==> src/include/exu_config.svh <==
`ifndef EXU_CONFIG_SVH
`define EXU_CONFIG_SVH

// architectural integer registers
`define EXU_REG_COUNT 32

// data memory depth in 64-bit words indexed by addr[8:3]
`define EXU_DMEM_WORDS 64

`define EXU_RESET_PC 64'h0000_0000_8000_0000

`endif

==> src/hdl/exu_shift_counter.sv <==
`timescale 1ns/1ps

module exu_shift_counter (
  input  logic       clk,
  input  logic       rst_n,
  input  logic       load,
  input  logic [5:0] amount,
  output logic       busy
);

  logic [5:0] count;

  always_ff @(posedge clk or negedge rst_n) begin
    if (!rst_n) begin
      count <= '0;
    end else if (load) begin
      count <= amount;
    end else if (count != 6'd0) begin
      count <= count - 6'd1;
    end
  end

  // one shift step per busy cycle
  assign busy = (count != 6'd0);

endmodule

==> config.mk <==
export PLATFORM = sky130hd
export DESIGN_NAME = exu_shift_counter
export DESIGN_NICKNAME = d
export VERILOG_FILES = /design/src/include/exu_config.svh /design/src/hdl/exu_shift_counter.sv
export SDC_FILE = /design/constraint.sdc
export NUM_CORES = 1
export LEC_CHECK = 0
export BUFFER_PORTS_ARGS = -buffer_cell sky130_fd_sc_hd__buf_2
export CAP_MARGIN = 25
export CORE_AREA = 4 4 41 43
export CTS_CLUSTER_DIAMETER = 30
export CTS_CLUSTER_SIZE = 12
export DETAILED_ROUTE_END_ITERATION = 16
export DIE_AREA = 0 0 45 47
export SYNTH_ARGS = -nofsm -noshare
export SYNTH_HDL_FRONTEND = slang
export SYNTH_SLANG_ARGS = --single-unit
export TNS_END_PERCENT = 1
==> constraint.sdc <==
create_clock -name clk -period 2.3 [get_ports clk]
set_input_delay 0.23 -clock clk [delete_from_list [all_inputs] [get_ports clk]]
set_output_delay 0.23 -clock clk [all_outputs]
set_load 0.005 [all_outputs]
==> results.json <==
{
  "routed_wl_um": 764,
  "combPwrFrac_pct": 26.4,
  "seq_area_frac_synth_pct": 39.1,
  "power.share.sequential_pct": 44.0,
  "num_rows": 13,
  "critPathLaunchType": "flop",
  "rr_worst_depth": 4,
  "r2r_end": "count[4]",
  "cts_root_buf": "clkbuf_4",
  "layout-drive-gt1-share_pct": 30.8,
  "hold_path_depth": 3,
  "regToRegStartpoint": "count[0]",
  "placed_area_um2": 444,
  "drt_iter0_markers": 3,
  "ys_types": 21,
  "place_inst": 63,
  "finalHoldViolCount": 0,
  "required_ps": 2070,
  "final_max_slew_viol_count": 0,
  "place.gp.congestion": 0.800,
  "setup_viol": 0,
  "fin_ws_ps": 592,
  "peakVddDrop_mv": 0.272,
  "post-cts-setup-buffers": 0,
  "cts_tree": "built",
  "start_util_pct": 29.5,
  "path_class": "flop to output pin",
  "regMostFlops": "count",
  "synth_nets": 51,
  "first_pass_iters": 4,
  "grt_pass1_vias": 353,
  "ctsLongestPathBuffers": 2,
  "switching_share_pct": 30.7,
  "holdCritPathClass": "input port to flop",
  "layout.cells.most_common": "buf_2",
  "largest_register_ffs": 6,
  "yosysWarnings": 0,
  "end_kind": "output pin",
  "fin_area_um2": 477,
  "powerDensity_nw_per_um2": 686,
  "diodes": 0,
  "whs_endpoint": "count[2]",
  "tightest_slew_ps": 373,
  "clk_pin_slew_ps": 50,
  "p_leak_nw": 0.202,
  "crit_fanout": 4,
  "timing.fmax_mhz": 585,
  "power_frac_clock_pct": 29.7,
  "antenna_found_initial": 0,
  "maxCapViolations": 0,
  "synth-seq-cells": 6,
  "rsz0062_at_grt": "no",
  "die_h_um": 47,
  "drtAntennaViolNets": 0,
  "finalNonFillerCells": 67,
  "synth.avg_cell_area_um2": 9.60,
  "switching_power_mw": 0.101,
  "port_buffers": 9,
  "grt_max_degree": 14,
  "boundaryPins": 10,
  "viasPerCell": 5.15,
  "htree_levels": 1,
  "holdCritStartpoint": "amount[2]",
  "period_share_pct": 74.3,
  "p_int_mw": 0.227,
  "synth_cells": 40,
  "core_um2": 1300,
  "clock_sinks": 6,
  "grt_overflow_total": 0,
  "numCtsBuffers": 3,
  "slew_headroom_pct": 74.9,
  "ctsResizeCount": 0,
  "die-width_um": 45,
  "dp_slack_ps": 779,
  "status": "completed",
  "grt_pass1_wl_um": 1430,
  "grt_usage_pct": 9.71,
  "nets": 65,
  "die_area_um2": 2120,
  "clock_skew_ps": 6.48,
  "dp_hpwl_um": 603,
  "vias": 345,
  "r2r_slack_ps": 790,
  "wl_per_cell_um": 11.4,
  "reg_top3": "count (6)",
  "clk_latency_ps": 250,
  "syn_area_um2": 384,
  "min_period_ps": 1710,
  "cts_hold_buffers": 1,
  "critical_path_arrival_ps": 1480,
  "layout_common_cells": "buf_2 (9), dfrtp_1 (6)",
  "drc": 0,
  "tns_ps": 0,
  "area_growth_pct": 24.1
}
## kinds of logic (layout without fill, tap and decap cells)
family,count (synthesis),in the layout,synth area share [%]
compound gates,11,11,20.8
flops,6,6,39.1
buf+inv,4,16,3.91
simple gates,15,15,25.1
fa+ha+maj,2,2,6.51
xor+xnor,2,2,4.56
## through the flow
step,hold WS (ps),util [%],power (mW)
4_1_cts,182,36.6,0.332
3_3_place_gp,63.3,34.1,0.231
3_5_place_dp,61.6,34.1,0.230
2_1_floorplan,-65.6,-,0.206
6_report,183,36.6,0.327
5_1_grt,191,36.6,0.353
## area by class of cell
cell class | count | area (µm²)
fillers | 137 | 825
multi-input cells | 30 | 219
flip-flops and latches | 6 | 150
repair buffers | 10 | 55.1
clock buffers | 3 | 22.5
well taps | 15 | 18.8
inverters | 3 | 11.3
## power groups by stage
stage          sequential [mW]  combinational (mW)  clock (mW)
4_1_cts                  0.144              0.0868       0.101
2_1_floorplan            0.140              0.0663           0
3_3_place_gp             0.145              0.0867           0
6_report                 0.144              0.0862      0.0971
3_5_place_dp             0.145              0.0851           0
5_1_grt                  0.148              0.0973       0.108
## routing by layer
layer  up-vias  wire, µm  GRT usage [%]
met1       162       370           12.1
li1        173         -              -
met4         0        10           8.77
met2         8       351           13.6
met3         2        31           2.68
met5         -         0              0
## critical path: stages (launching register included)
cell and delay [ps]:
dfrtp_1 420, or3_4 430, nor2_1 200, inv_1 60, buf_2 120
## worst max-delay path by stage
stage / startpoint / endpoint
2_1_floorplan: count[0] / count[4]
3_3_place_gp: count[0] / count[4]
3_5_place_dp: count[0] / count[4]
4_1_cts: count[3] / busy
5_1_grt: count[0] / busy
6_report: count[3] / busy
## Yosys cell counts
cell	number	share of area, %
nand2b_1	1	1.6
nor2_1	1	0.98
a31oi_1	1	1.6
a22o_1	1	2.3
xnor2_1	2	4.6
nor4_1	1	1.6
nor4_2	1	3.3
inv_1	3	2.9
or3_4	1	2.9
ha_1	2	6.5
clkbuf_1	1	0.98
nor2b_1	3	4.9
nor3_1	3	3.9
nand2_1	3	2.9
o31ai_1	3	5.9
o31ai_2	1	3.3
or3b_4	1	2.9
dfrtp_1	6	39
o21ai_1	1	1.3
a21oi_1	3	3.9
a221o_1	1	2.6
Power figures use the tool's default switching activity.
