==> src/include/exu_config.svh <==
`ifndef EXU_CONFIG_SVH
`define EXU_CONFIG_SVH

// architectural integer registers
`define EXU_REG_COUNT 32

// data memory depth in 64-bit words indexed by addr[8:3]
`define EXU_DMEM_WORDS 64

`define EXU_RESET_PC 64'h0000_0000_8000_0000

`endif

==> src/hdl/exu_regfile.sv <==
`timescale 1ns/1ps
`include "exu_config.svh"

module exu_regfile (
  input  logic        clk,
  input  logic        rst_n,
  input  logic [4:0]  rs1,
  input  logic [4:0]  rs2,
  input  logic        we,
  input  logic [4:0]  rd,
  input  logic [63:0] wdata,
  output logic [63:0] rdata1,
  output logic [63:0] rdata2
);

  logic [63:0] regs [`EXU_REG_COUNT];

  always_ff @(posedge clk or negedge rst_n) begin
    if (!rst_n) begin
      for (int i = 0; i < `EXU_REG_COUNT; i++) begin
        regs[i] <= '0;
      end
    end else if (we && rd != 5'd0) begin
      regs[rd] <= wdata;
    end
  end

  // x0 is never written, so it stays zero from reset
  assign rdata1 = regs[rs1];
  assign rdata2 = regs[rs2];

endmodule

==> config.mk <==
export PLATFORM = sky130hd
export DESIGN_NAME = exu_regfile
export DESIGN_NICKNAME = d
export VERILOG_FILES = /design/src/hdl/exu_regfile.sv
export VERILOG_INCLUDE_DIRS = /design/src /design/src/include
export SDC_FILE = /design/constraint.sdc
export NUM_CORES = 2
export LEC_CHECK = 0
export BUFFER_PORTS_ARGS = -buffer_cell sky130_fd_sc_hd__buf_4
export CORE_ASPECT_RATIO = 0.8
export CORE_MARGIN = 3
export CORE_UTILIZATION = 45
export DETAILED_ROUTE_END_ITERATION = 8
export HOLD_SLACK_MARGIN = 0.1
export PLACE_DENSITY_LB_ADDON = 0.12
export SLEW_MARGIN = 20
export SYNTH_ARGS = -nofsm -noshare
export SYNTH_HDL_FRONTEND = slang
export SYNTH_SLANG_ARGS = --single-unit
export TNS_END_PERCENT = 100
==> constraint.sdc <==
create_clock -name clk -period 2.55 [get_ports clk]
set_input_delay 0.255 -clock clk [delete_from_list [all_inputs] [get_ports clk]]
set_output_delay 0.255 -clock clk [all_outputs]
set_load 0.05 [all_outputs]
==> metrics.md <==
| Metric | Value |
|---|---|
| HPWL Detailed | `224,000 um` |
| Num CTS Buffers | `226` |
| Final Max Tran Viols | `0` |
| Leak pwr | `55.9 nW` |
| Initial antenna violation count | `16` |
| Total clock sinks | `2,048` |
| Worst path bufs/invs | `1` |
| Max Cap Viol | `0` |
| Post-route setup slack | `-0.519 ns` |
| Unrepaired setup endpoints after global routing | `true` |
| Largest reg by FF count | `regs` |
| Post-layout minimum cycle time | `3.07 ns` |
| Total gr overflow | `0` |
| Seq/Total Area, Yosys | `47.6%` |
| Syn nets | `6,594` |
| PortBufs | `209` |
| Async S/R FF share, synth | `100%` |
| Failing checks | `negative setup slack` |
| Pre-CTS worst setup slack | `-0.304 ns` |
| Routed WL per cell | `34.5 um` |
| Area growth syn-to-layout | `20.0%` |
| Total GRT Usage | `28.9%` |
| Post-Syn Area | `108,000 um^2` |
| Mapped Cells | `6,512` |
| CTS tree | `built` |
| CTS Root Cell | `clkbuf_16` |
| Critical Path AT | `2.81 ns` |
| Relative slew slack | `21.4%` |
| Largest net degree at the start of global routing | `116` |
| Maximum fanout along the worst path | `3` |
| Slew @ Worst Pin | `1.18 ns` |
| Post-route cell area | `129,000 um^2` |
| Starting density of the core | `45.6%` |
| Cell repeated most along the worst path | `mux4_2` |
| Final setup fails | `128` |
| Final hold viol count | `0` |
| H-tree levels | `4` |
| Vias | `66,800` |
| Final WL | `355,000 um` |
| Clock tree buffer depth | `4` |
| Vias/cell | `6.51` |
| First-pass GRT wire length | `519,000 um` |
| Share of cells above drive strength 1 | `66.2%` |
| Power density over cell area | `790 nW/um^2` |
| Rows | `159` |
| Gpl congestion | `0.827` |
| Fmax | `326 MHz` |
| Max FFs per register | `2,048` |
| Placed Area | `118,000 um^2` |
| Number of remaining DRC errors | `0` |
| Final cell count without fillers | `10,300` |
| VDD IR-drop max | `0.000578 V` |
| Die W | `553 um` |
| Top FF cell, synth | `dfrtp_1` |
| Die height | `444 um` |
| Antenna-violating nets left | `0` |
| Die area | `245,000 um^2` |
| Crit path launch type | `flop` |
| Status | `finished, violations left` |
| Core area | `236,000 um^2` |
| Hold Crit Class | `in -> reg` |
| Crit path kind | `reg -> out` |
| Layout Skew | `0 ns` |
| CP top delay family | `multiplexers` |
| Synth warn | `0` |
| Worst-skew pair later-pin latency | `0.89 ns` |
| Tot Pwr | `102 mW` |
| Largest regs | `regs x2048` |
| CP endpoint kind | `output pin` |
| Initial drt markers | `5,956` |
| First drt pass iteration count | `5` |
| Dpl cells | `9,689` |
| Nets | `7,031` |
| Post-synth EDFFs | `0` |
| Final period util | `120%` |
| Count of cell types in the netlist | `30` |
| Syn avg cell area | `16.5 um^2` |
| Slowest cell delay on critical path | `0.51 ns` |
| Vias in the first global route | `70,100` |
| Yosys reg bits | `2,048` |
| Ports | `210` |
| Req. time, crit path | `2.30 ns` |
| Clock transition at path regs | `0.06 ns` |
| Cell Chain, Critical Path | `mux4_2 -> mux4_2 -> mux2_4 -> buf_8` |
| Crit-path slowest cell | `mux4_2` |
| Final Util | `54.7%` |
final timing paths:
check,from,end,slack (ns),cells after the start
worst max-delay path,regs[538]$_DFFE_PN0P_,rdata1[26],-0.52,4
worst min-delay path,rd[4],regs[660]$_DFFE_PN0P_,0.16,3
worst max register to register,regs[42]$_DFFE_PN0P_,regs[42]$_DFFE_PN0P_,1.51,3
worst min register to register,regs[1991]$_DFFE_PN0P_,regs[1991]$_DFFE_PN0P_,0.39,0
max in group asynchronous,rst_n,regs[412]$_DFFE_PN0P_,1.47,3
min in group asynchronous,rst_n,regs[1728]$_DFFE_PN0P_,0.28,3
through the flow:
stage | TNS [ns] | hold WS (ns)
3_5_place_dp | -18.80 | 0.223
4_1_cts | -52.95 | 0.100
6_report | -44.53 | 0.163
5_1_grt | -53.88 | 0.135
2_1_floorplan | -1.18 | -0.0406
3_3_place_gp | -18.10 | 0.225
what timing repair did:
| action | 4_1_cts | 5_1_grt |
|---|---|---|
| endpoints found under the hold margin | 3998 | 0 |
| hold buffers | 72 | 0 |
| endpoints found under the setup margin | 128 | 159 |
| gates resized for setup | 355 | 42 |
| setup buffers | 75 | 31 |
| pin swaps | 45 | 23 |
layout by cell type (no fill, tap or decap), types with 71 or more instances in the layout:
cell type	count
dfrtp_1	2047
buf_12	259
mux4_2	1145
mux2_4	110
mux2i_1	130
buf_6	122
buf_4	493
dlygate4sd3_1	71
clkbuf_16	226
mux2_2	2041
power by group:
part	total (mW)	internal [mW]	switching, mW
Combinational	24.7	14.7	9.99
Clock	34.0	20.1	13.9
Sequential	43.5	38.7	4.75
Total	102	73.5	28.6
synth_stat cells, types with 26 or more instances:
library cell | count | area, um^2
o22ai_1 | 60 | 375
a221oi_1 | 34 | 298
buf_4 | 27 | 203
dfrtp_1 | 2048 | 51200
mux2_2 | 2151 | 24200
a221o_1 | 26 | 260
mux2i_1 | 144 | 1440
nor2_1 | 27 | 101
buf_1 | 36 | 135
buf_2 | 218 | 1090
clkbuf_1 | 487 | 1830
mux4_2 | 1145 | 25800
cell families (layout without fill, tap and decap cells):
logic type,Yosys count,count (layout),synth area share (%)
muxes,3440,3440,47.8
DFF,2048,2048,47.6
and+or+nand+nor,94,94,0.445
AOI/OAI and AO/OA,156,156,1.12
buffers and inverters,774,1380,3.08
other,0,10,0
worst min-delay path, cell delays in order:
cell and delay, ns:
buf_4 0.20, nand3_4 0.33, mux2_2 0.21
layer usage:
layer	wire length [um]	part of all wire (%)	up-vias	global-route usage [%]
li1	-	-	26400	-
met1	158000	45	37400	42.7
met2	163000	46	2431	44.3
met3	22700	6.4	518	5.01
met4	10300	2.9	4	8.00
met5	22	0.0062	-	0
layout make-up:
cell class / count / area [um^2]
Fill cell: 18800 / 107000
Clock buffer: 315 / 6460
Inverter: 1 / 6.26
Timing Repair Buffer: 982 / 11600
Antenna cell: 10 / 25.0
Clock inverter: 82 / 1110
Sequential cell: 2048 / 51300
Multi-Input combinational cell: 3690 / 54900
Tap cell: 3139 / 3930
Power figures use the tool's default switching activity.
