===== config.mk =====
export PLATFORM = sky130hd
export DESIGN_NAME = exu_decoder
export DESIGN_NICKNAME = d
export VERILOG_FILES = /design/src/include/exu_config.svh /design/src/hdl/exu_pkg.sv /design/src/hdl/exu_decoder.sv
export SDC_FILE = /design/constraint.sdc
export NUM_CORES = 1
export LEC_CHECK = 0
export ABC_CLOCK_PERIOD_IN_PS = 5100
export BUFFER_PORTS_ARGS = -buffer_cell sky130_fd_sc_hd__buf_4
export CORE_ASPECT_RATIO = 0.6
export CORE_MARGIN = 2
export CORE_UTILIZATION = 45
export DETAILED_ROUTE_END_ITERATION = 10
export PLACE_DENSITY_LB_ADDON = 0.05
export SLEW_MARGIN = 20
export SYNTH_ARGS = -nofsm -noshare
export SYNTH_HDL_FRONTEND = slang
export SYNTH_SLANG_ARGS = --single-unit

===== constraint.sdc =====
create_clock -name vclk -period 5.1
set_input_delay 1.02 -clock vclk [all_inputs]
set_output_delay 1.02 -clock vclk [all_outputs]
set_load 0.02 [all_outputs]

===== src/include/exu_config.svh =====
`ifndef EXU_CONFIG_SVH
`define EXU_CONFIG_SVH

// architectural integer registers
`define EXU_REG_COUNT 32

// data memory depth in 64-bit words indexed by addr[8:3]
`define EXU_DMEM_WORDS 64

`define EXU_RESET_PC 64'h0000_0000_8000_0000

`endif


===== src/hdl/exu_pkg.sv =====
package exu_pkg;

  typedef enum logic [5:0] {
    OP_ILLEGAL,
    OP_ADD,
    OP_SUB,
    OP_AND,
    OP_OR,
    OP_XOR,
    OP_SLT,
    OP_SLTU,
    OP_ADDW,
    OP_ADDI,
    OP_ANDI,
    OP_ORI,
    OP_XORI,
    OP_ADDIW,
    OP_SLL,
    OP_SRL,
    OP_SRA,
    OP_SLLI,
    OP_SRLI,
    OP_SRAI,
    OP_LUI,
    OP_AUIPC,
    OP_JAL,
    OP_JALR,
    OP_BEQ,
    OP_BNE,
    OP_LD,
    OP_LW,
    OP_LBU,
    OP_SD,
    OP_SW,
    OP_SB,
    OP_EBREAK
  } exu_op_e;

  typedef enum logic [2:0] {
    ST_IDLE,
    ST_EXEC,
    ST_SHIFT,
    ST_MEM,
    ST_RETIRE
  } exu_state_e;

  typedef struct packed {
    exu_op_e     op;
    logic [4:0]  rd;
    logic [4:0]  rs1;
    logic [4:0]  rs2;
    logic [63:0] imm;
    logic        uses_imm;
  } exu_decoded_t;

  typedef struct packed {
    logic [63:0] pc;
    logic [63:0] next_pc;
    logic [4:0]  rd;
    logic [63:0] wdata;
    logic        we;
    logic        store;
    logic        illegal;
    logic        halt;
  } exu_retire_t;

endpackage


===== src/hdl/exu_decoder.sv =====
`timescale 1ns/1ps

module exu_decoder import exu_pkg::*; (
  input  logic [31:0]  instr,
  output exu_decoded_t dec
);

  logic [6:0]  opc;
  logic [2:0]  f3;
  logic [6:0]  f7;
  logic [63:0] imm_i;
  logic [63:0] imm_s;
  logic [63:0] imm_b;
  logic [63:0] imm_u;
  logic [63:0] imm_j;

  assign opc = instr[6:0];
  assign f3  = instr[14:12];
  assign f7  = instr[31:25];

  assign imm_i = {{52{instr[31]}}, instr[31:20]};
  assign imm_s = {{52{instr[31]}}, instr[31:25], instr[11:7]};
  assign imm_b = {{52{instr[31]}}, instr[7], instr[30:25], instr[11:8], 1'b0};
  assign imm_u = {{32{instr[31]}}, instr[31:12], 12'b0};
  assign imm_j = {{44{instr[31]}}, instr[19:12], instr[20], instr[30:21], 1'b0};

  always_comb begin
    dec.op       = OP_ILLEGAL;
    dec.rd       = instr[11:7];
    dec.rs1      = instr[19:15];
    dec.rs2      = instr[24:20];
    dec.imm      = imm_i;
    dec.uses_imm = 1'b1;
    case (opc)
      7'b0110011: begin
        dec.uses_imm = 1'b0;
        if (f7 == 7'b0000000) begin
          case (f3)
            3'b000: dec.op = OP_ADD;
            3'b001: dec.op = OP_SLL;
            3'b010: dec.op = OP_SLT;
            3'b011: dec.op = OP_SLTU;
            3'b100: dec.op = OP_XOR;
            3'b101: dec.op = OP_SRL;
            3'b110: dec.op = OP_OR;
            default: dec.op = OP_AND;
          endcase
        end else if (f7 == 7'b0100000 && f3 == 3'b000) begin
          dec.op = OP_SUB;
        end else if (f7 == 7'b0100000 && f3 == 3'b101) begin
          dec.op = OP_SRA;
        end
      end
      7'b0010011: begin
        case (f3)
          3'b000: dec.op = OP_ADDI;
          3'b100: dec.op = OP_XORI;
          3'b110: dec.op = OP_ORI;
          3'b111: dec.op = OP_ANDI;
          3'b001: if (instr[31:26] == 6'b000000) dec.op = OP_SLLI;
          3'b101: begin
            if (instr[31:26] == 6'b000000) dec.op = OP_SRLI;
            else if (instr[31:26] == 6'b010000) dec.op = OP_SRAI;
          end
          default: dec.op = OP_ILLEGAL;
        endcase
      end
      7'b0111011: begin
        dec.uses_imm = 1'b0;
        if (f7 == 7'b0000000 && f3 == 3'b000) dec.op = OP_ADDW;
      end
      7'b0011011: if (f3 == 3'b000) dec.op = OP_ADDIW;
      7'b0110111: begin
        dec.op  = OP_LUI;
        dec.imm = imm_u;
      end
      7'b0010111: begin
        dec.op  = OP_AUIPC;
        dec.imm = imm_u;
      end
      7'b1101111: begin
        dec.op  = OP_JAL;
        dec.imm = imm_j;
      end
      7'b1100111: if (f3 == 3'b000) dec.op = OP_JALR;
      7'b1100011: begin
        dec.uses_imm = 1'b0;
        dec.imm      = imm_b;
        if (f3 == 3'b000) dec.op = OP_BEQ;
        else if (f3 == 3'b001) dec.op = OP_BNE;
      end
      7'b0000011: begin
        case (f3)
          3'b011: dec.op = OP_LD;
          3'b010: dec.op = OP_LW;
          3'b100: dec.op = OP_LBU;
          default: dec.op = OP_ILLEGAL;
        endcase
      end
      7'b0100011: begin
        dec.imm = imm_s;
        case (f3)
          3'b011: dec.op = OP_SD;
          3'b010: dec.op = OP_SW;
          3'b000: dec.op = OP_SB;
          default: dec.op = OP_ILLEGAL;
        endcase
      end
      7'b1110011: if (instr == 32'h0010_0073) dec.op = OP_EBREAK;
      default: dec.op = OP_ILLEGAL;
    endcase
    // rd field is immediate bits or unused for these
    if (dec.op inside {OP_ILLEGAL, OP_EBREAK, OP_BEQ, OP_BNE, OP_SD, OP_SW, OP_SB}) begin
      dec.rd = 5'd0;
    end
  end

endmodule


==> results.json <==
{
  "rows": 15,
  "fin_nets": 311,
  "initial_core_util": 0.492,
  "setup_viol": 0,
  "min_path_type": "input port to output pin",
  "setup-tns-final_ns": 0,
  "drive_above_1_share": 0.473,
  "die-area_um2": 3750,
  "slowest_stage": "nor3_1",
  "drtIter0Drc": 153,
  "fmax_ghz": 0.241,
  "clock_buffers": 0,
  "hpwl_mm": 4.05,
  "post_cts_buffers": 0,
  "path_max_fanout": 22,
  "synth_common_cells": "buf_4 (43), a21o_1 (20), nand2_1 (12), nor2_1 (12)",
  "startpoint_type": "input port",
  "worst-setup-path-type": "input port to output pin",
  "post_drt_via_cell_ratio": 5.79,
  "max_slew_margin": 0.549,
  "firstDrtPassIters": 5,
  "path_cells": "buf_4, nor3_1, nor4_1, o221ai_1, nand3_1, nor4b_2, a21oi_1, buf_4",
  "post_drt_wl_per_cell_um": 15.9,
  "overflow": 0,
  "endpoint_kind": "output pin",
  "grt_pass1_wl_mm": 7.89,
  "cts_resized": 0,
  "power_uw": 190,
  "cp.arrival_ns": 3.13,
  "netlist-cell-type-count": 57,
  "io_buffers": 118,
  "synth_top_area_share": 0.220,
  "tightestPinTransition_ns": 0.674,
  "synth_top_cell_by_area": "buf_4",
  "globalRouteTotalUtil": 0.256,
  "drv_cap": 0,
  "coreArea_um2": 2980,
  "syn_area_um2": 1470,
  "drtAntennaViolNets": 0,
  "syn-instance-count": 218,
  "grt_pass1_vias": 1576,
  "antenna_found_initial": 0,
  "synthTopCellsByArea": "buf_4 (22%), a21o_1 (10%), nor2b_1 (3.8%)",
  "ys_seq_area_frac": 0,
  "ys.warnings.count": 0,
  "pwr_density_cell_nw_per_um2": 94.4,
  "timing.final.ws_setup_ns": 0.950,
  "drc": 0,
  "final_core_util": 0.676,
  "synth.avg_cell_area_um2": 6.73,
  "seq_cells": 0,
  "dp_slack_ns": 1.00,
  "gp_congestion": 0.927,
  "hold_viol_final": 0,
  "grt_setup_unrepaired": "no",
  "p_leak_nw": 1.04,
  "diodes": 0,
  "status": "completed",
  "crit_required_ns": 4.08,
  "area_delta_synth_final_pct": 37.4,
  "vias": 1846,
  "drv_slew": 0,
  "seq_area_um2": 0,
  "die_h_um": 48.2,
  "grt_max_degree": 38,
  "routed_wl_mm": 5.08,
  "ir_drop_v": 0.0000544,
  "pin_count": 118,
  "crit_top_cell": "buf_4",
  "die_w_um": 77.7,
  "synthesis.nets": 250,
  "min_period_over_period": 0.814,
  "postCtsHoldBufs": 0,
  "period_needed_ns": 4.15,
  "yosys.cell_count.top_type": "buf_4",
  "cpPeakStageDelay_ns": 0.56
}
## worst max-delay path, delay by kind of cell
family,cells,cell delay [ns]
AND/OR/NAND/NOR,4,1.38
buffers and inverters,2,0.36
AO/OA/AOI/OAI,2,0.37
## routing by layer
layer | up-vias | part of all wire | track usage
met5 | - | 0 | 0
met4 | 0 | 0 | 0.00357
met3 | 0 | 0.12 | 0.0426
met2 | 125 | 0.44 | 0.421
met1 | 834 | 0.44 | 0.379
li1 | 887 | - | -
## power breakdown
group	switching, mW	leakage [nW]	internal (mW)
clock network	0	0	0
registers	0	0	0
logic	0.110	1.04	0.0807
total	0.110	1.04	0.0807
## cells by family after synthesis
kind of cell              share of synthesized area
AOI/OAI and AO/OA                             0.302
xor gates and xnor gates                    0.00597
buffers and inverters                         0.286
muxes                                       0.00682
and+or+nand+nor                               0.399
## final timing paths
kind                  cells past startpoint  endpoint  startpoint
worst max-delay path                      8   dec[76]   instr[13]
worst min-delay path                      2   dec[71]   instr[16]
## final cells by class
cell class	instances	area [µm²]
Timing Repair Buffer	120	901
Tap cell	42	52.6
Multi-Input combinational cell	154	1050
Fill cell	263	967
Inverter	3	11.3
## per-stage QoR
| step | hold slack [ns] | std cells | cell area (µm²) |
|---|---|---|---|
| after floorplan | 2.15 | 218 | 1470 |
| after global placement | 2.26 | 319 | 2020 |
| after detailed placement | 2.26 | 319 | 2020 |
| after CTS | 2.26 | 319 | 2020 |
| after global routing | 2.27 | 319 | 2020 |
| final | 2.26 | 319 | 2020 |
## layout by cell type, fill, tap and decap left out, drive strengths merged, types with 4 or more instances in the layout
cell / n
nand2b: 7
or3b: 4
nor3: 9
nand2: 12
a22o: 4
a21o: 20
buf: 120
nor2b: 9
o21ai: 7
nor2: 12
nor4: 7
nor4b: 5
a21oi: 6
nand3: 8
(Power assumes the default switching activity.)
