## config.mk

```make
export PLATFORM = sky130hd
export DESIGN_NAME = exu_sequencer
export DESIGN_NICKNAME = d
export VERILOG_FILES = /design/src/hdl/exu_pkg.sv /design/src/hdl/exu_sequencer.sv
export VERILOG_INCLUDE_DIRS = /design/src /design/src/include
export SDC_FILE = /design/constraint.sdc
export NUM_CORES = 1
export LEC_CHECK = 0
export BUFFER_PORTS_ARGS = -buffer_cell sky130_fd_sc_hd__buf_2
export CAP_MARGIN = 25
export CORE_AREA = 3 3 373 375
export DETAILED_ROUTE_END_ITERATION = 16
export DIE_AREA = 0 0 376 378
export PLACE_DENSITY_LB_ADDON = 0.2
export REMOVE_ABC_BUFFERS = 1
export SLEW_MARGIN = 20
export SYNTH_ARGS = -nofsm -noshare
export SYNTH_HDL_FRONTEND = slang
export SYNTH_SLANG_ARGS = --single-unit
```

## constraint.sdc

```tcl
create_clock -name clk -period 11 [get_ports clk]
set_input_delay 2.2 -clock clk [delete_from_list [all_inputs] [get_ports clk]]
set_output_delay 2.2 -clock clk [all_outputs]
set_load 0.005 [all_outputs]
```

## src/include/exu_config.svh

```systemverilog
`ifndef EXU_CONFIG_SVH
`define EXU_CONFIG_SVH

// architectural integer registers
`define EXU_REG_COUNT 32

// data memory depth in 64-bit words indexed by addr[8:3]
`define EXU_DMEM_WORDS 64

`define EXU_RESET_PC 64'h0000_0000_8000_0000

`endif

```

## src/hdl/exu_pkg.sv

```systemverilog
package exu_pkg;

  typedef enum logic [5:0] {
    OP_ILLEGAL,
    OP_ADD,
    OP_SUB,
    OP_AND,
    OP_OR,
    OP_XOR,
    OP_SLT,
    OP_SLTU,
    OP_ADDW,
    OP_ADDI,
    OP_ANDI,
    OP_ORI,
    OP_XORI,
    OP_ADDIW,
    OP_SLL,
    OP_SRL,
    OP_SRA,
    OP_SLLI,
    OP_SRLI,
    OP_SRAI,
    OP_LUI,
    OP_AUIPC,
    OP_JAL,
    OP_JALR,
    OP_BEQ,
    OP_BNE,
    OP_LD,
    OP_LW,
    OP_LBU,
    OP_SD,
    OP_SW,
    OP_SB,
    OP_EBREAK
  } exu_op_e;

  typedef enum logic [2:0] {
    ST_IDLE,
    ST_EXEC,
    ST_SHIFT,
    ST_MEM,
    ST_RETIRE
  } exu_state_e;

  typedef struct packed {
    exu_op_e     op;
    logic [4:0]  rd;
    logic [4:0]  rs1;
    logic [4:0]  rs2;
    logic [63:0] imm;
    logic        uses_imm;
  } exu_decoded_t;

  typedef struct packed {
    logic [63:0] pc;
    logic [63:0] next_pc;
    logic [4:0]  rd;
    logic [63:0] wdata;
    logic        we;
    logic        store;
    logic        illegal;
    logic        halt;
  } exu_retire_t;

endpackage

```

## src/hdl/exu_sequencer.sv

```systemverilog
`timescale 1ns/1ps
`include "exu_config.svh"

module exu_sequencer import exu_pkg::*; (
  input  logic         clk,
  input  logic         rst_n,
  input  logic         instr_valid,
  output logic         instr_ready,
  input  logic [31:0]  instr,
  output logic         retire_valid,
  input  logic         retire_ready,
  input  exu_decoded_t dec,
  output logic [31:0]  instr_q,
  output logic [4:0]   rs1,
  output logic [4:0]   rs2,
  input  logic [63:0]  rdata1,
  input  logic [63:0]  rdata2,
  output logic         alu_start,
  output logic         alu_step,
  output exu_op_e      alu_op,
  output logic [63:0]  alu_a,
  output logic [63:0]  alu_b,
  input  logic [63:0]  alu_result,
  output logic         cnt_load,
  output logic [5:0]   cnt_amount,
  input  logic         cnt_busy,
  output logic         mem_re,
  output logic         mem_we,
  output exu_op_e      mem_op,
  output logic [63:0]  mem_addr,
  output logic [63:0]  mem_wdata,
  input  logic [63:0]  mem_rdata,
  output logic         rf_we,
  output logic [4:0]   rf_rd,
  output logic [63:0]  rf_wdata,
  output exu_retire_t  retire
);

  exu_state_e  state_q;
  exu_state_e  state_d;
  logic [63:0] pc;
  logic [63:0] pc_plus4;
  logic        is_shift;
  logic        is_load;
  logic        is_store;
  logic        commit;

  assign pc_plus4 = pc + 64'd4;
  assign is_shift = dec.op inside {OP_SLL, OP_SRL, OP_SRA, OP_SLLI, OP_SRLI, OP_SRAI};
  assign is_load  = dec.op inside {OP_LD, OP_LW, OP_LBU};
  assign is_store = dec.op inside {OP_SD, OP_SW, OP_SB};

  assign instr_ready  = (state_q == ST_IDLE);
  assign retire_valid = (state_q == ST_RETIRE);
  assign commit       = retire_valid && retire_ready;

  always_ff @(posedge clk or negedge rst_n) begin
    if (!rst_n) begin
      state_q <= ST_IDLE;
      pc      <= `EXU_RESET_PC;
      // addi x0, x0, 0 while idle
      instr_q <= 32'h0000_0013;
    end else begin
      state_q <= state_d;
      if (instr_valid && instr_ready) instr_q <= instr;
      if (commit) pc <= retire.next_pc;
    end
  end

  always_comb begin
    state_d   = state_q;
    alu_start = 1'b0;
    alu_step  = 1'b0;
    cnt_load  = 1'b0;
    mem_re    = 1'b0;
    case (state_q)
      ST_IDLE: if (instr_valid) state_d = ST_EXEC;
      ST_EXEC: begin
        alu_start = 1'b1;
        if (is_shift) begin
          cnt_load = 1'b1;
          state_d  = ST_SHIFT;
        end else if (is_load) begin
          state_d = ST_MEM;
        end else begin
          state_d = ST_RETIRE;
        end
      end
      ST_SHIFT: begin
        alu_step = cnt_busy;
        if (!cnt_busy) state_d = ST_RETIRE;
      end
      ST_MEM: begin
        mem_re  = 1'b1;
        state_d = ST_RETIRE;
      end
      ST_RETIRE: if (retire_ready) state_d = ST_IDLE;
      default: state_d = ST_IDLE;
    endcase
  end

  // immediate forms share the register-form datapath
  always_comb begin
    case (dec.op)
      OP_ADDI:  alu_op = OP_ADD;
      OP_ANDI:  alu_op = OP_AND;
      OP_ORI:   alu_op = OP_OR;
      OP_XORI:  alu_op = OP_XOR;
      OP_ADDIW: alu_op = OP_ADDW;
      OP_SLLI:  alu_op = OP_SLL;
      OP_SRLI:  alu_op = OP_SRL;
      OP_SRAI:  alu_op = OP_SRA;
      OP_BEQ, OP_BNE: alu_op = OP_SUB;
      OP_ADD, OP_SUB, OP_AND, OP_OR, OP_XOR, OP_SLT, OP_SLTU, OP_ADDW,
      OP_SLL, OP_SRL, OP_SRA: alu_op = dec.op;
      default: alu_op = OP_ADD;
    endcase
  end

  assign rs1        = dec.rs1;
  assign rs2        = dec.rs2;
  assign alu_a      = (dec.op inside {OP_AUIPC, OP_JAL}) ? pc : rdata1;
  assign alu_b      = dec.uses_imm ? dec.imm : rdata2;
  assign cnt_amount = dec.uses_imm ? dec.imm[5:0] : rdata2[5:0];

  assign mem_op    = dec.op;
  assign mem_addr  = alu_result;
  assign mem_wdata = rdata2;
  assign mem_we    = commit && is_store;

  always_comb begin
    retire.pc      = pc;
    retire.next_pc = pc_plus4;
    retire.wdata   = alu_result;
    case (dec.op)
      OP_JAL:     retire.next_pc = alu_result;
      OP_JALR:    retire.next_pc = {alu_result[63:1], 1'b0};
      OP_BEQ:     if (alu_result == 64'd0) retire.next_pc = pc + dec.imm;
      OP_BNE:     if (alu_result != 64'd0) retire.next_pc = pc + dec.imm;
      // illegal word leaves the pc where it is
      OP_ILLEGAL: retire.next_pc = pc;
      default:    retire.next_pc = pc_plus4;
    endcase
    if (dec.op == OP_LUI) retire.wdata = dec.imm;
    else if (dec.op inside {OP_JAL, OP_JALR}) retire.wdata = pc_plus4;
    else if (is_load) retire.wdata = mem_rdata;
    retire.rd      = dec.rd;
    retire.we      = (dec.rd != 5'd0);
    retire.store   = is_store;
    retire.illegal = (dec.op == OP_ILLEGAL);
    retire.halt    = (dec.op == OP_EBREAK);
  end

  assign rf_we    = commit && retire.we;
  assign rf_rd    = retire.rd;
  assign rf_wdata = retire.wdata;

endmodule

```

==> flow_summary.ini <==
[logic_synthesis]
synth-edff-count = 0
yosys.area.top_type_share_pct = 14.5
netlist_instances = 2181
syn_area_per_cell_um2 = 7.51
synth_area_leaders = dfrtp_1, mux2_2, buf_4
seq_area_frac_synth_pct = 15.1
ys.flop_type = dfrtp_1
synth_top_family_by_area = compound AO/OA/AOI/OAI gates
syn_area_um2 = 16400
synthAdderAreaFrac_pct = 5.01
ys_ff_latch = 99
yosysTopAreaCell = dfrtp_1
synth_cell_types = 91
yosys_warnings = 0
async_reset_ff_share_pct = 100
muxShareOfSynthArea_pct = 16.9
synth_compound_area_share_pct = 23.0
synth_xor_area_share_pct = 5.54
synth-simple-area-share_pct = 19.5

[die]
fp.dieH_um = 378
io_pins = 973
rows = 135
dieArea_um2 = 142000
initial_core_util_pct = 12.1
fp.coreArea_um2 = 136000
dieWidth_um = 376

[finish]
area.sequential_um2 = 2480
final_core_util_pct = 16.2
final_nets = 3262
syn_to_final_growth_pct = 33.8
drive_above_1_share_pct = 44.7
instances_no_fill = 4610
nFillCells = 15696
multi_input_area_um2 = 11600
design_area_um2 = 21900

[global_route]
grt_max_degree = 81
grt_pass1_vias = 18832
grt_pass1_wl_um = 165000
grt_util_all_layers_pct = 16.8
busiest_layer = met2
grt_util_met1_pct = 21.3
use_met2_pct = 30.5
overflow = 0
grt_antenna_before_repair = 36
use_met3_pct = 2.74

[sta]
tns_ps = 0
relSlewSlack_pct = 25.6
tightest_slew_ps = 1100
fin_worst_skew_ps = 25.9
fin_crit_ps = 8610
rsz0062_at_grt = no
setup_viol = 0
finalWorstSetupSlack_ps = 2390
finalCritPeriodShare_pct = 78.3
hold_viol_final = 0
fmax_mhz = 116
maxSlewViolCount = 0

[worst_setup_path]
worst_path_max_delay_cell = and2_2
endpoint_kind = output pin
worstSetupStartpoint = alu_result[30]
r2r-start = pc[0]
cp-start-kind = primary input
cp_common_cell = buf_2
crit_type = in -> out
slowest_delay_ps = 830
worstPathArrival_ps = 6410
crit_fanout = 23
crit_chain = buf_2, nor4_1, nand4_1, nor4_2, xnor2_1, and2_2, buf_4, nand2_1, or3_1, nand3_1, buf_2
required_ps = 8800

[worst_hold_path]
hp-start = instr_q[8]
hold_class = reg -> reg

[placed_design]
routabilityCongestion = 0.787
portBuffers = 951
dp_hpwl_um = 104000
place_inst = 4588
pre_cts_slack_ps = 2030
placed_area_um2 = 21600

[clock_network]
cts_max_level = 3
cts_buffers = 9
clock_latency_ps = 450
cts_resized = 0
clock_sinks = 99
cts_root_buf = clkbuf_16
cts_max_path_buffers = 2
cts_tree = yes
cts_hold_buf = 0
cts_setup_buffers = 0
clk_pin_slew_worst_paths_ps = 100

[detailed_routing]
ant_nets = 0
vias_per_cell = 4.23
avgRoutedWirePerCell_um = 27.3
dr.pass1.iters = 7
dr.first_iter.drc_count = 1476
drc = 0
num_vias = 19505
routed_wl_um = 126000

[power]
total_leakage_power_nw = 10.2
max-vdd-ir-drop_mv = 0.0929
powerDensity_nw_per_um2 = 170

[run]
maxCapViolations = 0

[status]
status = finished, final reports clean
-- synthesized netlist by cell type, drive strengths merged, types with 40 or more instances --
cell type and n:
nand3 53, clkbuf 98, nand2 236, xnor2 65, mux2i 54, mux2 198
nand4 44, dfrtp 95, nor3 40, ha 64, nor2 163, inv 40
buf 270, o21ai 166, a21oi 173
-- per-layer routing --
metal	routed length (um)	part of all wire [%]
met3	6590	5.2
met1	53800	43
met2	64300	51
met5	117	0.093
met4	1250	0.99
-- power by group --
group	leakage, nW	switching, mW	internal [mW]
sequential	1.22	0.326	0.517
clock	0.152	0.234	0.166
combinational	8.85	1.51	0.986
total	10.2	2.07	1.67
-- worst max-delay path: cells and delay by family --
family,cells,cell delay (ps)
XOR/XNOR,1,250
buffers and inverters,3,820
AND/OR/NAND/NOR,7,3080
-- state kept, by name (all words and copies together) (netlist names) --
register / cells
instr_q: 32
state_q: 3
pc: 64
-- area by class of cell --
class | count | area share (%)
antenna | 6 | 0.0685
clock buffer | 9 | 1.03
clock inverter | 7 | 0.382
inverter | 40 | 0.685
multi-input combinational | 1674 | 52.9
sequential | 99 | 11.3
tap | 1781 | 10.2
timing repair buffer | 994 | 23.4
-- cell families after synthesis --
logic type,count (synthesis)
buffers and inverters,408
AOI/OAI and AO/OA,583
xor gates and xnor gates,102
and+or+nand+nor,671
DFF,99
muxes,252
adders and majority gates,65
other,1
-- through the flow --
step                      power, mW  hold slack (ps)
after detailed placement       3.38              491
after global routing           4.04              525
after CTS                      3.82              516
after global placement         3.40              485
final                          3.74              511
after floorplan                2.05              506
-- path summary, 6_finish.rpt --
check                              end  slack, ps  cells after the start
setup / recovery           retire[108]       2390                     11
hold / removal              instr_q[8]        510                      1
setup reg to reg                pc[26]       6710                     11
hold reg to reg             instr_q[8]        510                      1
max in group asynchronous        pc[5]       7990                      2
min in group asynchronous       pc[18]       1760                      1
-- placed cells by master (no fill, tap or decap), types with 7 or more instances in the layout --
cell type	n
xnor2_1	65
o21bai_1	14
a21o_1	29
o31ai_1	11
and2_1	12
nor4_1	18
nand3_1	51
xor2_1	36
or3_1	10
nand4_1	43
mux2_2	198
a22o_1	10
a222oi_1	22
mux2i_1	54
nand2b_1	10
dfrtp_1	95
a21oi_1	171
nor2_1	162
and3_1	26
o21ai_0	160
ha_1	64
a221o_1	14
a211oi_1	12
or2_2	7
and4_1	7
nor4_2	9
a31oi_1	34
nand2_1	232
buf_4	40
clkbuf_16	9
buf_2	949
a221oi_1	9
o21a_1	13
a22oi_1	9
inv_1	39
nor3_1	39
No activity file was read; power rests on OpenSTA's default activity.
